===== config.mk =====
export PLATFORM = sky130hd
export DESIGN_NAME = cheat_prog_packer
export DESIGN_NICKNAME = d
export VERILOG_FILES = /design/src/cheat_pkg.sv /design/src/cheat_prog_packer.sv
export VERILOG_INCLUDE_DIRS = /design/src /design/src/src
export SDC_FILE = /design/constraint.sdc
export NUM_CORES = 1
export LEC_CHECK = 0
export BUFFER_PORTS_ARGS = -buffer_cell sky130_fd_sc_hd__buf_2
export CORE_MARGIN = 4
export CORE_UTILIZATION = 57
export DETAILED_ROUTE_END_ITERATION = 8
export GPL_ROUTABILITY_DRIVEN = 0
export PLACE_DENSITY = 0.81
export SETUP_SLACK_MARGIN = 0.15
export SLEW_MARGIN = 20
export SYNTH_ARGS = -nofsm -noshare
export SYNTH_HDL_FRONTEND = slang
export SYNTH_SLANG_ARGS = --single-unit

===== constraint.sdc =====
create_clock -name clk -period 6.2 [get_ports clk]
set_input_delay 0.93 -clock clk [delete_from_list [all_inputs] [get_ports clk]]
set_output_delay 0.93 -clock clk [all_outputs]
set_load 0.02 [all_outputs]

===== src/cheat_settings.svh =====
// **************************************************
// cheat engine sizes shared by the RTL and the
// testbench: program RAM, instruction and bus widths
// **************************************************

`ifndef CHEAT_SETTINGS_SVH
`define CHEAT_SETTINGS_SVH

// program RAM address width, 1024 instruction words
`define CHEAT_AW 10

// instruction width, 4-bit opcode plus 14-bit operand
`define CHEAT_IW 18

`define CHEAT_BW 14 // game memory byte address on the Wishbone port

`define CHEAT_DW 8  // game data is one byte wide

`endif


===== src/cheat_pkg.sv =====
// **************************************************
// cheat engine types: opcodes, core states, the
// instruction word and the Wishbone request bundle
// **************************************************

`include "cheat_settings.svh"

package cheat_pkg;

    // zero padding words in the program decode as a halt
    typedef enum logic [3:0] {
        OP_HALT = 4'h0,
        OP_LDI  = 4'h1, // acc takes operand[7:0]
        OP_ADDI = 4'h2, // acc takes acc + operand[7:0], wraps at 256
        OP_SETA = 4'h3, // address register takes the full operand
        OP_WR   = 4'h4, // bus write of acc to the address register
        OP_RD   = 4'h5, // bus read of the address register into acc
        OP_JNZ  = 4'h6  // pc takes operand[9:0] when acc is not zero
    } cheat_op_e;

    typedef enum logic [2:0] {
        S_IDLE,
        S_FETCH,  // program RAM address presented
        S_DECODE, // RAM word valid, execute it
        S_BUS,    // waiting for the slave's ack
        S_HALT
    } core_state_e;

    // op in the top 4 bits, the operand fills the rest
    typedef struct packed {
        cheat_op_e                op;
        logic [`CHEAT_IW-5:0]     operand;
    } cheat_instr_t;

    typedef struct packed {
        logic                 cyc;
        logic                 stb;
        logic                 we;
        logic [`CHEAT_BW-1:0] adr;
        logic [`CHEAT_DW-1:0] dat;
    } wb_req_t;

endpackage


===== src/cheat_prog_packer.sv =====
// **************************************************
// program loader, packs a byte stream into 18-bit
// instruction words, nine bytes make four words
// **************************************************

`include "cheat_settings.svh"

module cheat_prog_packer import cheat_pkg::*; (
    input  logic                 clk,
    input  logic                 rst_n,
    input  logic                 prog_en,   // a rising edge restarts the load
    input  logic                 prog_wr,   // one byte per cycle while high
    input  logic [7:0]           prog_data,
    output logic                 wr_en,
    output logic [`CHEAT_AW-1:0] wr_addr,
    output cheat_instr_t         wr_word
);

    logic [15:0] fifo;    // leftover bits of the previous two bytes
    logic [3:0]  cnt;     // byte position inside a group of nine
    logic        last_en; // prog_en one cycle back, for edge detection
    logic        take;

    assign take = prog_wr & prog_en;

    // control state, cleared by reset and by the start of a new load
    always_ff @(posedge clk or negedge rst_n) begin
        if (!rst_n) begin
            last_en <= 1'b0;
            cnt     <= 4'd0;
            wr_en   <= 1'b0;
            wr_addr <= '0;
        end else begin
            last_en <= prog_en;
            if (prog_en && !last_en) begin
                cnt     <= 4'd0; // byte taken on the edge cycle is dropped
                wr_en   <= 1'b0;
                wr_addr <= '0;
            end else begin
                if (take) begin
                    cnt <= (cnt == 4'd8) ? 4'd0 : cnt + 4'd1;
                end
                // a word completes on the odd bytes 3, 5, 7 and 9 of the group
                wr_en <= take && (cnt == 4'd2 || cnt == 4'd4 ||
                                  cnt == 4'd6 || cnt == 4'd8);
                if (wr_en) begin
                    wr_addr <= wr_addr + 1'b1; // step once the word is written
                end
            end
        end
    end

    // the bit stream is little endian, so new bytes enter from the top
    always_ff @(posedge clk) begin
        if (take) begin
            fifo <= {prog_data, fifo[15:8]};
            case (cnt)
                4'd2:    wr_word <= {prog_data[1:0], fifo};       // 2 + 16 bits
                4'd4:    wr_word <= {prog_data[3:0], fifo[15:2]}; // 4 + 14 bits
                4'd6:    wr_word <= {prog_data[5:0], fifo[15:4]}; // 6 + 12 bits
                4'd8:    wr_word <= {prog_data, fifo[15:6]};      // 8 + 10 bits
                default: wr_word <= wr_word;
            endcase
        end
    end

endmodule


==> metrics.md <==
| Metric | Value |
|---|---|
| Synth Net Count | `228` |
| Total grt overflow | `0` |
| Sequential power share | `58.5%` |
| Yosys reg bits | `50` |
| Tmin final | `3310 ps` |
| Initial cell density of the core | `60.7%` |
| Commonest cells post-synth | `edfxtp_1 (34), and3b_1 (18), dfrtp_1 (16)` |
| Synth top area cells | `edfxtp_1 (41%), dfrtp_1 (16%), and3b_1 (6.3%)` |
| Synth Instances | `212` |
| Worst-Skew Late Latency | `300 ps` |
| Crit end category | `flop` |
| Clock buffer depth | `2` |
| Largest net degree at the start of global routing | `26` |
| Pins Over Slew Limit | `0` |
| Core area | `4120 µm²` |
| CP Max Fanout | `24` |
| Vias/cell | `6.22` |
| Cts hold-fix bufs | `0` |
| Setup TNS | `0 ps` |
| Site Rows | `23` |
| Average wire per standard cell | `16.8 µm` |
| Delay of the slowest cell on the worst path | `870 ps` |
| Ports | `41` |
| Die Area | `5500 µm²` |
| Synth top area share | `40.9%` |
| Gr usage total | `19.4%` |
| Routed wire length | `4950 µm` |
| Final hold viol count | `0` |
| Sequential share of the synthesized area | `56.9%` |
| Antenna violations before repair | `0` |
| Fmax | `0.303 GHz` |
| Hold Crit Class | `in -> async` |
| Via count | `1836` |
| Antenna cells | `0` |
| Slew headroom | `38.0%` |
| WS Path Type | `reg -> reg` |
| Combinational share of power | `12.8%` |
| Die Span X | `74.2 µm` |
| DRT Pass-1 Iters | `4` |
| Total of warnings raised by yosys | `0` |
| Switch Pwr | `168 µW` |
| Syn avg cell area | `11.8 µm²` |
| Switching Share | `25.4%` |
| Root buffer cell | `clkbuf_8` |
| Clock-pin slew on the worst setup and hold paths | `80 ps` |
| Yosys top cell by area | `edfxtp_1` |
| CTS buffer count | `5` |
| Distinct cells, synth | `40` |
| Synth Area in Adders | `2.01%` |
| First-pass GRT wire length | `8220 µm` |
| Count leader, synth | `edfxtp_1` |
| # Post-CTS Setup Buffers | `0` |
| DRT iter0 DRCs | `206` |
| LEAKAGE | `0.00115 µW` |
| Finished Cell Area | `2780 µm²` |
| Placed instance area | `2690 µm²` |
| Xor and xnor fraction of the mapped netlist area | `1.40%` |
| Layout cells sized above 1 | `21.2%` |
| Pwr Total | `663 µW` |
| Vias in the first global route | `1678` |
| PnR worst setup slack | `2890 ps` |
| Asr flop ratio synth | `32.0%` |
| CTS tree | `built` |
| Worst-Margin Slew | `930 ps` |
| RSZ-0062 raised after global routing | `no` |
| H-tree depth | `2` |
| Req. time, crit path | `6130 ps` |
| Synthesized-area fraction occupied by and/or/nand/nor cells | `16.3%` |
| Skew final | `4.16 ps` |
| Mux cell area share after synthesis | `0.802%` |
| Die extent in y | `74.2 µm` |
| Max VDD drop | `0.000140 V` |
| PD cells | `238 nW/µm²` |
| Worst hold margin | `524 ps` |
| Port-buffer cells | `40` |
| Largest family of logic cells by synthesized area | `compound AO/OA/AOI/OAI gates` |
| Syn-to-layout area delta | `11.3%` |
| Cts repair resizes | `0` |
| Dpl hpwl | `3360 µm` |
| Clock Power Share | `28.7%` |
| Cell area after synthesis | `2500 µm²` |
| Compound-Gate Fraction of Synth Area | `18.6%` |
| Remaining antenna violation count | `0` |
| Part of the cycle the worst path needs | `53.3%` |
| Clk sinks | `50` |
| Fin nets | `260` |
| Drt drc | `0` |
| Post-synth EDFFs | `34` |
| # setup viols final | `0` |
| Worst path cell trace | `inv_1 > ha_1 > and3b_1 > o21bai_1 > and2_1` |
| Place WS | `2920 ps` |
| Crit path launch type | `flop` |
| Internal | `495 µW` |
| Arrival @ worst endpoint | `3240 ps` |
| Crit path max-delay cell type | `and3b_1` |
| Status | `complete, no violations` |
| Max-cap violations | `0` |
| Post-synth top flop | `edfxtp_1` |
area by class of cell:
type                       instances  area, µm²
tap                               50       62.6
timing repair buffer              40        200
clock buffer                       7       86.3
sequential                        50       1420
clock inverter                     1       5.00
multi-input combinational        140        977
fill                             314       1340
inverter                           7       26.3
cells in the final DEF, fill, tap and decap left out, types with 8 or more instances in the layout:
cell,instances
a221o_1,10
and3b_1,18
edfxtp_1,34
a211oi_1,8
a22oi_1,10
buf_2,40
o21ai_0,10
nand2_1,14
nor2_1,15
dfrtp_1,16
a31oi_1,8
per-layer routing:
metal / GRT usage [%] / routed length, µm / share of wire [%] / vias to the layer above
li1: - / - / - / 883
met1: 26.0 / 2060 / 42 / 880
met2: 32.2 / 2520 / 51 / 66
met3: 3.51 / 312 / 6.3 / 7
met4: 6.04 / 61 / 1.2 / 0
met5: 0 / 0 / 0 / -
power groups by stage:
stage	clock [µW]	sequential (µW)	combinational (µW)
after floorplan	0	396	58.1
after global placement	0	394	82.5
after detailed placement	0	395	84.1
after CTS	194	387	84.3
after global routing	208	390	94.2
final	190	388	84.7
worst paths after layout:
check                                    from                     end  slack (ps)  cells after the start
max                        cnt[1]$_DFFE_PN0P_   wr_word[16]$_DFFE_PP_        2890                      5
max reg2reg                cnt[1]$_DFFE_PN0P_   wr_word[16]$_DFFE_PP_        2890                      5
min reg2reg                fifo[13]$_DFFE_PP_       fifo[5]$_DFFE_PP_         540                      0
max in group asynchronous               rst_n         wr_en$_DFF_PN0_        5420                      1
min in group clk           fifo[13]$_DFFE_PP_       fifo[5]$_DFFE_PP_         540                      0
min                                     rst_n  wr_addr[9]$_DFFE_PN0P_         520                      1
flip-flops by register name, summed over array words and instances, names as in the netlist:
signal / count
last_en: 1
wr_en: 1
fifo: 16
cnt: 4
wr_word: 18
wr_addr: 10
critical path, delay by kind of cell (launching register included):
kind	cells	cell delay (ps)
AND/OR/NAND/NOR	2	1580
adder cells (fa/ha/maj)	1	580
flip-flops	1	430
AO/OA/AOI/OAI	1	230
buffers and inverters	1	120
logic make-up after synthesis:
group | count (synthesis)
AND/OR/NAND/NOR | 67
XOR/XNOR | 4
AO/OA/AOI/OAI | 63
flip-flops | 50
adder cells (fa/ha/maj) | 4
multiplexers | 2
buffers and inverters | 22
metrics by stage:
step                      util [%]  std cells
after detailed placement      65.3        287
after global routing          67.5        295
after global placement        65.3        287
final                         67.5        295
after CTS                     67.5        295
after floorplan                  -        212
(Power assumes the default switching activity.)
