**src/cheat_settings.svh**
```systemverilog
// **************************************************
// cheat engine sizes shared by the RTL and the
// testbench: program RAM, instruction and bus widths
// **************************************************

`ifndef CHEAT_SETTINGS_SVH
`define CHEAT_SETTINGS_SVH

// program RAM address width, 1024 instruction words
`define CHEAT_AW 10

// instruction width, 4-bit opcode plus 14-bit operand
`define CHEAT_IW 18

`define CHEAT_BW 14 // game memory byte address on the Wishbone port

`define CHEAT_DW 8  // game data is one byte wide

`endif

```
**src/cheat_pkg.sv**
```systemverilog
// **************************************************
// cheat engine types: opcodes, core states, the
// instruction word and the Wishbone request bundle
// **************************************************

`include "cheat_settings.svh"

package cheat_pkg;

    // zero padding words in the program decode as a halt
    typedef enum logic [3:0] {
        OP_HALT = 4'h0,
        OP_LDI  = 4'h1, // acc takes operand[7:0]
        OP_ADDI = 4'h2, // acc takes acc + operand[7:0], wraps at 256
        OP_SETA = 4'h3, // address register takes the full operand
        OP_WR   = 4'h4, // bus write of acc to the address register
        OP_RD   = 4'h5, // bus read of the address register into acc
        OP_JNZ  = 4'h6  // pc takes operand[9:0] when acc is not zero
    } cheat_op_e;

    typedef enum logic [2:0] {
        S_IDLE,
        S_FETCH,  // program RAM address presented
        S_DECODE, // RAM word valid, execute it
        S_BUS,    // waiting for the slave's ack
        S_HALT
    } core_state_e;

    // op in the top 4 bits, the operand fills the rest
    typedef struct packed {
        cheat_op_e                op;
        logic [`CHEAT_IW-5:0]     operand;
    } cheat_instr_t;

    typedef struct packed {
        logic                 cyc;
        logic                 stb;
        logic                 we;
        logic [`CHEAT_BW-1:0] adr;
        logic [`CHEAT_DW-1:0] dat;
    } wb_req_t;

endpackage

```
**src/cheat_core.sv**
```systemverilog
// **************************************************
// cheat sequencer, fetches from program RAM, runs
// one accumulator and drives a Wishbone master
// **************************************************

`include "cheat_settings.svh"

module cheat_core import cheat_pkg::*; (
    input  logic                 clk,
    input  logic                 rst_n,
    input  logic                 prog_en,  // holds the core idle during a load
    input  cheat_instr_t         rd_word,
    input  logic                 wb_ack,
    input  logic [`CHEAT_DW-1:0] wb_dat_i,
    output logic [`CHEAT_AW-1:0] rd_addr,
    output wb_req_t              wb_out,
    output logic                 halted
);

    core_state_e          state;
    logic [`CHEAT_AW-1:0] pc;
    logic [`CHEAT_DW-1:0] acc;      // the only data register
    logic [`CHEAT_BW-1:0] addr_reg; // game memory pointer for OP_WR and OP_RD

    assign rd_addr = pc; // RAM registers it during S_FETCH

    always_ff @(posedge clk or negedge rst_n) begin
        if (!rst_n) begin
            state  <= S_IDLE;
            pc     <= '0;
            wb_out <= '0;
            halted <= 1'b0;
        end else if (prog_en) begin
            // a load overrides everything, including a bus cycle in flight
            state      <= S_IDLE;
            pc         <= '0;
            wb_out.cyc <= 1'b0;
            wb_out.stb <= 1'b0;
            wb_out.we  <= 1'b0;
            halted     <= 1'b0;
        end else begin
            case (state)
                S_IDLE: begin
                    pc    <= '0;      // every run starts at word 0
                    state <= S_FETCH;
                end
                S_FETCH: begin
                    state <= S_DECODE;
                end
                S_DECODE: begin
                    pc    <= pc + 1'b1; // overridden below by a taken jump or halt
                    state <= S_FETCH;
                    case (rd_word.op)
                        OP_LDI, OP_ADDI, OP_SETA: ; // handled in the data block
                        OP_WR: begin
                            wb_out.cyc <= 1'b1;
                            wb_out.stb <= 1'b1;
                            wb_out.we  <= 1'b1;
                            wb_out.adr <= addr_reg;
                            wb_out.dat <= acc;
                            state      <= S_BUS;
                        end
                        OP_RD: begin
                            wb_out.cyc <= 1'b1;
                            wb_out.stb <= 1'b1;
                            wb_out.we  <= 1'b0;
                            wb_out.adr <= addr_reg;
                            state      <= S_BUS;
                        end
                        OP_JNZ: begin
                            if (acc != '0) begin
                                pc <= rd_word.operand[`CHEAT_AW-1:0];
                            end
                        end
                        default: begin
                            // OP_HALT and every unused code end the run
                            pc     <= pc;
                            halted <= 1'b1;
                            state  <= S_HALT;
                        end
                    endcase
                end
                S_BUS: begin
                    if (wb_ack) begin // single access, done on the first ack
                        wb_out.cyc <= 1'b0;
                        wb_out.stb <= 1'b0;
                        wb_out.we  <= 1'b0;
                        state      <= S_FETCH;
                    end
                end
                S_HALT: ; // stays here until the next load
                default: state <= S_IDLE;
            endcase
        end
    end

    // data path registers, only written by the instructions that own them
    always_ff @(posedge clk) begin
        if (!prog_en && state == S_DECODE) begin
            case (rd_word.op)
                OP_LDI:  acc      <= rd_word.operand[`CHEAT_DW-1:0];
                OP_ADDI: acc      <= acc + rd_word.operand[`CHEAT_DW-1:0]; // wraps
                OP_SETA: addr_reg <= rd_word.operand[`CHEAT_BW-1:0];
                default: ;
            endcase
        end
        if (!prog_en && state == S_BUS && wb_ack && !wb_out.we) begin
            acc <= wb_dat_i; // read data lands on the ack edge
        end
    end

endmodule

```
**config.mk**
```make
export PLATFORM = sky130hd
export DESIGN_NAME = cheat_core
export DESIGN_NICKNAME = d
export VERILOG_FILES = /design/src/cheat_pkg.sv /design/src/cheat_core.sv
export VERILOG_INCLUDE_DIRS = /design/src /design/src/src
export SDC_FILE = /design/constraint.sdc
export NUM_CORES = 1
export LEC_CHECK = 0
export ABC_AREA = 1
export BUFFER_PORTS_ARGS = -buffer_cell sky130_fd_sc_hd__buf_2
export CAP_MARGIN = 20
export CORE_ASPECT_RATIO = 1.4
export CORE_MARGIN = 4
export CORE_UTILIZATION = 55
export CTS_CLUSTER_DIAMETER = 120
export DETAILED_ROUTE_END_ITERATION = 10
export HOLD_SLACK_MARGIN = 0.05
export PLACE_DENSITY = 0.8
export SLEW_MARGIN = 30
export SYNTH_ARGS = -nofsm -noshare
export SYNTH_HDL_FRONTEND = slang
export SYNTH_SLANG_ARGS = --single-unit
```
**constraint.sdc**
```tcl
create_clock -name clk -period 3.5 [get_ports clk]
set_clock_uncertainty 0.15 [all_clocks]
set_input_delay 0.35 -clock clk [delete_from_list [all_inputs] [get_ports clk]]
set_output_delay 0.35 -clock clk [all_outputs]
set_load 0.1 [all_outputs]
```
==> results.py <==
metrics = {
    "status": {
        "status": "finished, final reports clean",
    },
    "critical_path": {
        "end_kind": "flop",
        "cp-start-kind": "flop",
        "rr_endpoint": "acc[5]$_DFFE_PP_",
        "crit_end": "acc[5]$_DFFE_PP_",
        "crit_start": "state[2]$_DFFE_PN0P_",
        "worstSetupPathType": "reg2reg",
        "crit_slowest_cell": "nand2_1",
        "max_stage_delay_ns": 0.45,
        "required_ns": 3.35,
        "r2r_slack_ns": 1.45,
        "worst_ep_arrival_time_ns": 1.90,
        "crit_chain": "nor3_2, nand4_1, nand2_1",
        "r2r_start": "state[2]$_DFFE_PN0P_",
        "crit_fanout": 12,
        "r2r_cells": 3,
    },
    "timing": {
        "hold_slack_ns": 0.0886,
        "slew_headroom": 0.595,
        "rsz0062_at_grt": "no",
        "max_freq_ghz": 0.488,
        "final-max-slew-violation-count": 0,
        "fin_crit_ns": 2.05,
        "hold_viol": 0,
        "period_share": 0.586,
        "tns_ns": 0,
        "setup_viol": 0,
        "tightest_slew_ns": 0.607,
    },
    "floorplan": {
        "die_w_microns": 71.9,
        "pin_count": 66,
        "start_util": 0.569,
        "die-area_sq_um": 7000,
        "die_h_microns": 97.4,
        "rows": 32,
        "core_area_sq_um": 5530,
    },
    "flow_run": {
        "cap_violations": 0,
    },
    "yosys": {
        "synth-warning-count": 0,
        "avgSynthCellArea_sq_um": 8.31,
        "synth-seq-cells": 60,
        "ys_types": 35,
        "synthFlopType": "dfrtp_1",
        "synth_area_sq_um": 3140,
        "synth_edf_count": 22,
        "synth-seq-area-share": 0.513,
        "synth_cells": 378,
        "syn_nets": 417,
        "async_flop_share": 0.633,
    },
    "detailed_routing": {
        "avgRoutedWirePerCell_microns": 13.7,
        "drt_iter0_markers": 168,
        "routed_wirelength_mm": 7.23,
        "num_vias": 2682,
        "drc_errors": 0,
        "firstDrtPassIters": 4,
        "viasPerCell": 5.08,
        "ant_nets": 0,
    },
    "power_and_ir_drop": {
        "leakagePower_nw": 2.00,
        "combPwrFrac": 0.288,
        "cellInternalPower_w": 0.00121,
        "switchingPower_w": 0.000789,
        "seq_power_share": 0.407,
        "power_w": 0.00199,
        "ir_drop_mv": 0.267,
        "power_density_nw_per_um2": 528,
        "netSwitchingFraction": 0.396,
        "pwr-share-clk": 0.304,
    },
    "finish": {
        "fin_nets": 494,
        "area_growth_pct": 20.2,
        "largest_reg_flops": 24,
        "drive_gt1_frac": 0.217,
        "diodes": 0,
    },
    "placed_design": {
        "portBuffers": 65,
        "gp_congestion": 0.877,
        "dp_hpwl_mm": 5.36,
    },
    "clock_network": {
        "clock_path_buffers": 2,
        "cts_tree": "done",
        "clock_sinks": 60,
        "post_cts_buffers": 0,
        "numCtsBuffers": 9,
        "clkLatencyLatePin_ns": 0.34,
        "root_buffer": "clkbuf_8",
        "path_clk_slew_ns": 0.07,
        "h-tree-depth": 3,
    },
    "global_route": {
        "grt_max_degree": 39,
        "grt_overflow": 0,
        "first_global_vias": 2659,
        "grtUsageTotal": 0.230,
        "antenna_found_initial": 0,
        "grt_first_pass_wirelength_mm": 12.3,
    },
    "hold_path": {
        "hold_path.class": "in2reg",
    },
}
## metrics by stage
| stage | cells | setup WS [ns] | cell area [sq um] | utilization |
|---|---|---|---|---|
| floorplan | 378 | 0.918 | 3140 | - |
| global placement | 505 | 1.42 | 3510 | 0.636 |
| detailed placement | 505 | 1.34 | 3510 | 0.636 |
| CTS | 528 | 1.46 | 3770 | 0.683 |
| global route | 528 | 1.29 | 3780 | 0.683 |
| finish | 528 | 1.45 | 3780 | 0.683 |
## how the worst min path moves through the flow
stage / start / end / slack, ns / cells after the start
4_1_cts: wb_ack / state[1]$_DFFE_PN0P_ / 0.07 / 2
6_report: wb_ack / state[1]$_DFFE_PN0P_ / 0.09 / 2
2_1_floorplan: rst_n / halted$_DFFE_PN0P_ / -0.1 / 0
3_5_place_dp: addr_reg[0]$_DFFE_PP_ / wb_out[8]$_DFFE_PN0P_ / 0.28 / 2
3_3_place_gp: addr_reg[8]$_DFFE_PP_ / wb_out[16]$_DFFE_PN0P_ / 0.28 / 2
5_1_grt: wb_ack / state[1]$_DFFE_PN0P_ / 0.08 / 2
## cell usage in the layout (no fill, tap or decap), types with 2 or more instances in the layout
| cell type | count |
|---|---|
| nor3_1 | 3 |
| ha_1 | 8 |
| o21bai_1 | 2 |
| inv_1 | 41 |
| a31oi_1 | 2 |
| inv_2 | 3 |
| dfrtp_1 | 38 |
| o21ai_2 | 8 |
| xor2_1 | 4 |
| a21oi_1 | 3 |
| clkinvlp_4 | 2 |
| nor2_1 | 19 |
| buf_2 | 64 |
| clkbuf_8 | 9 |
| xnor2_1 | 3 |
| buf_4 | 2 |
| nor2_2 | 2 |
| nand2_1 | 156 |
| clkinv_1 | 2 |
| nand4_1 | 9 |
| dlygate4sd3_1 | 7 |
| nand3_1 | 16 |
| o21ai_0 | 19 |
| edfxtp_1 | 22 |
| clkinv_2 | 2 |
## cell usage after synthesis (2+ instances only)
cell type | instances | area share
a21oi_1 | 3 | 0.0048
dfrtp_1 | 38 | 0.30
xnor2_1 | 3 | 0.0084
o21ai_0 | 19 | 0.030
nor2_2 | 2 | 0.0040
inv_1 | 41 | 0.049
xor2_1 | 4 | 0.011
nor3_1 | 3 | 0.0048
buf_6 | 2 | 0.0072
nand3_1 | 16 | 0.025
nand4_1 | 9 | 0.018
buf_4 | 3 | 0.0072
edfxtp_1 | 22 | 0.21
inv_2 | 3 | 0.0036
nand2_1 | 156 | 0.19
nor2_1 | 19 | 0.023
o21bai_1 | 2 | 0.0048
o21ai_2 | 8 | 0.022
ha_1 | 8 | 0.032
a31oi_1 | 2 | 0.0040
## cells by family (layout without fill, tap and decap cells)
kind of cell	Yosys count	count (layout)	synth area share
and+or+nand+nor	213	213	0.285
DFF	60	60	0.513
buffers and inverters	52	134	0.0709
AOI/OAI and AO/OA	37	37	0.0733
adders and majority gates	9	9	0.0382
xor gates and xnor gates	7	7	0.0195
## worst max-delay path: cells and delay by family (launching register included)
kind             cells  cell delay, ns
DFF                  1            0.43
and+or+nand+nor      3            1.13
## metal layers
layer	GRT usage	part of all wire	wire length, microns	vias up
li1	-	-	-	1362
met1	0.293	0.41	2960	1207
met2	0.358	0.49	3560	94
met3	0.0518	0.070	505	19
met4	0.122	0.028	202	0
met5	0	0	0	-
## layout make-up
type	instances	area, sq um
Clock buffer	9	124
Clock inverter	7	67.6
Fill cell	470	1750
Inverter	45	169
Multi-Input combinational cell	266	1310
Sequential cell	60	1610
Tap cell	68	85.1
Timing Repair Buffer	73	405
## timing repair
item / in CTS / in global routing
hold buffers: 7 / 0
endpoints found under the hold margin: 44 / 0
gates resized for setup: 0 / 0
## power groups by stage
stage | Combinational, W | Sequential (W) | Clock [W]
finish | 0.000575 | 0.000813 | 0.000607
global route | 0.000608 | 0.000819 | 0.000656
CTS | 0.000578 | 0.000813 | 0.000618
detailed placement | 0.000571 | 0.000826 | 0
global placement | 0.000565 | 0.000824 | 0
floorplan | 0.000113 | 0.00117 | 0
Power figures use the tool's default switching activity.
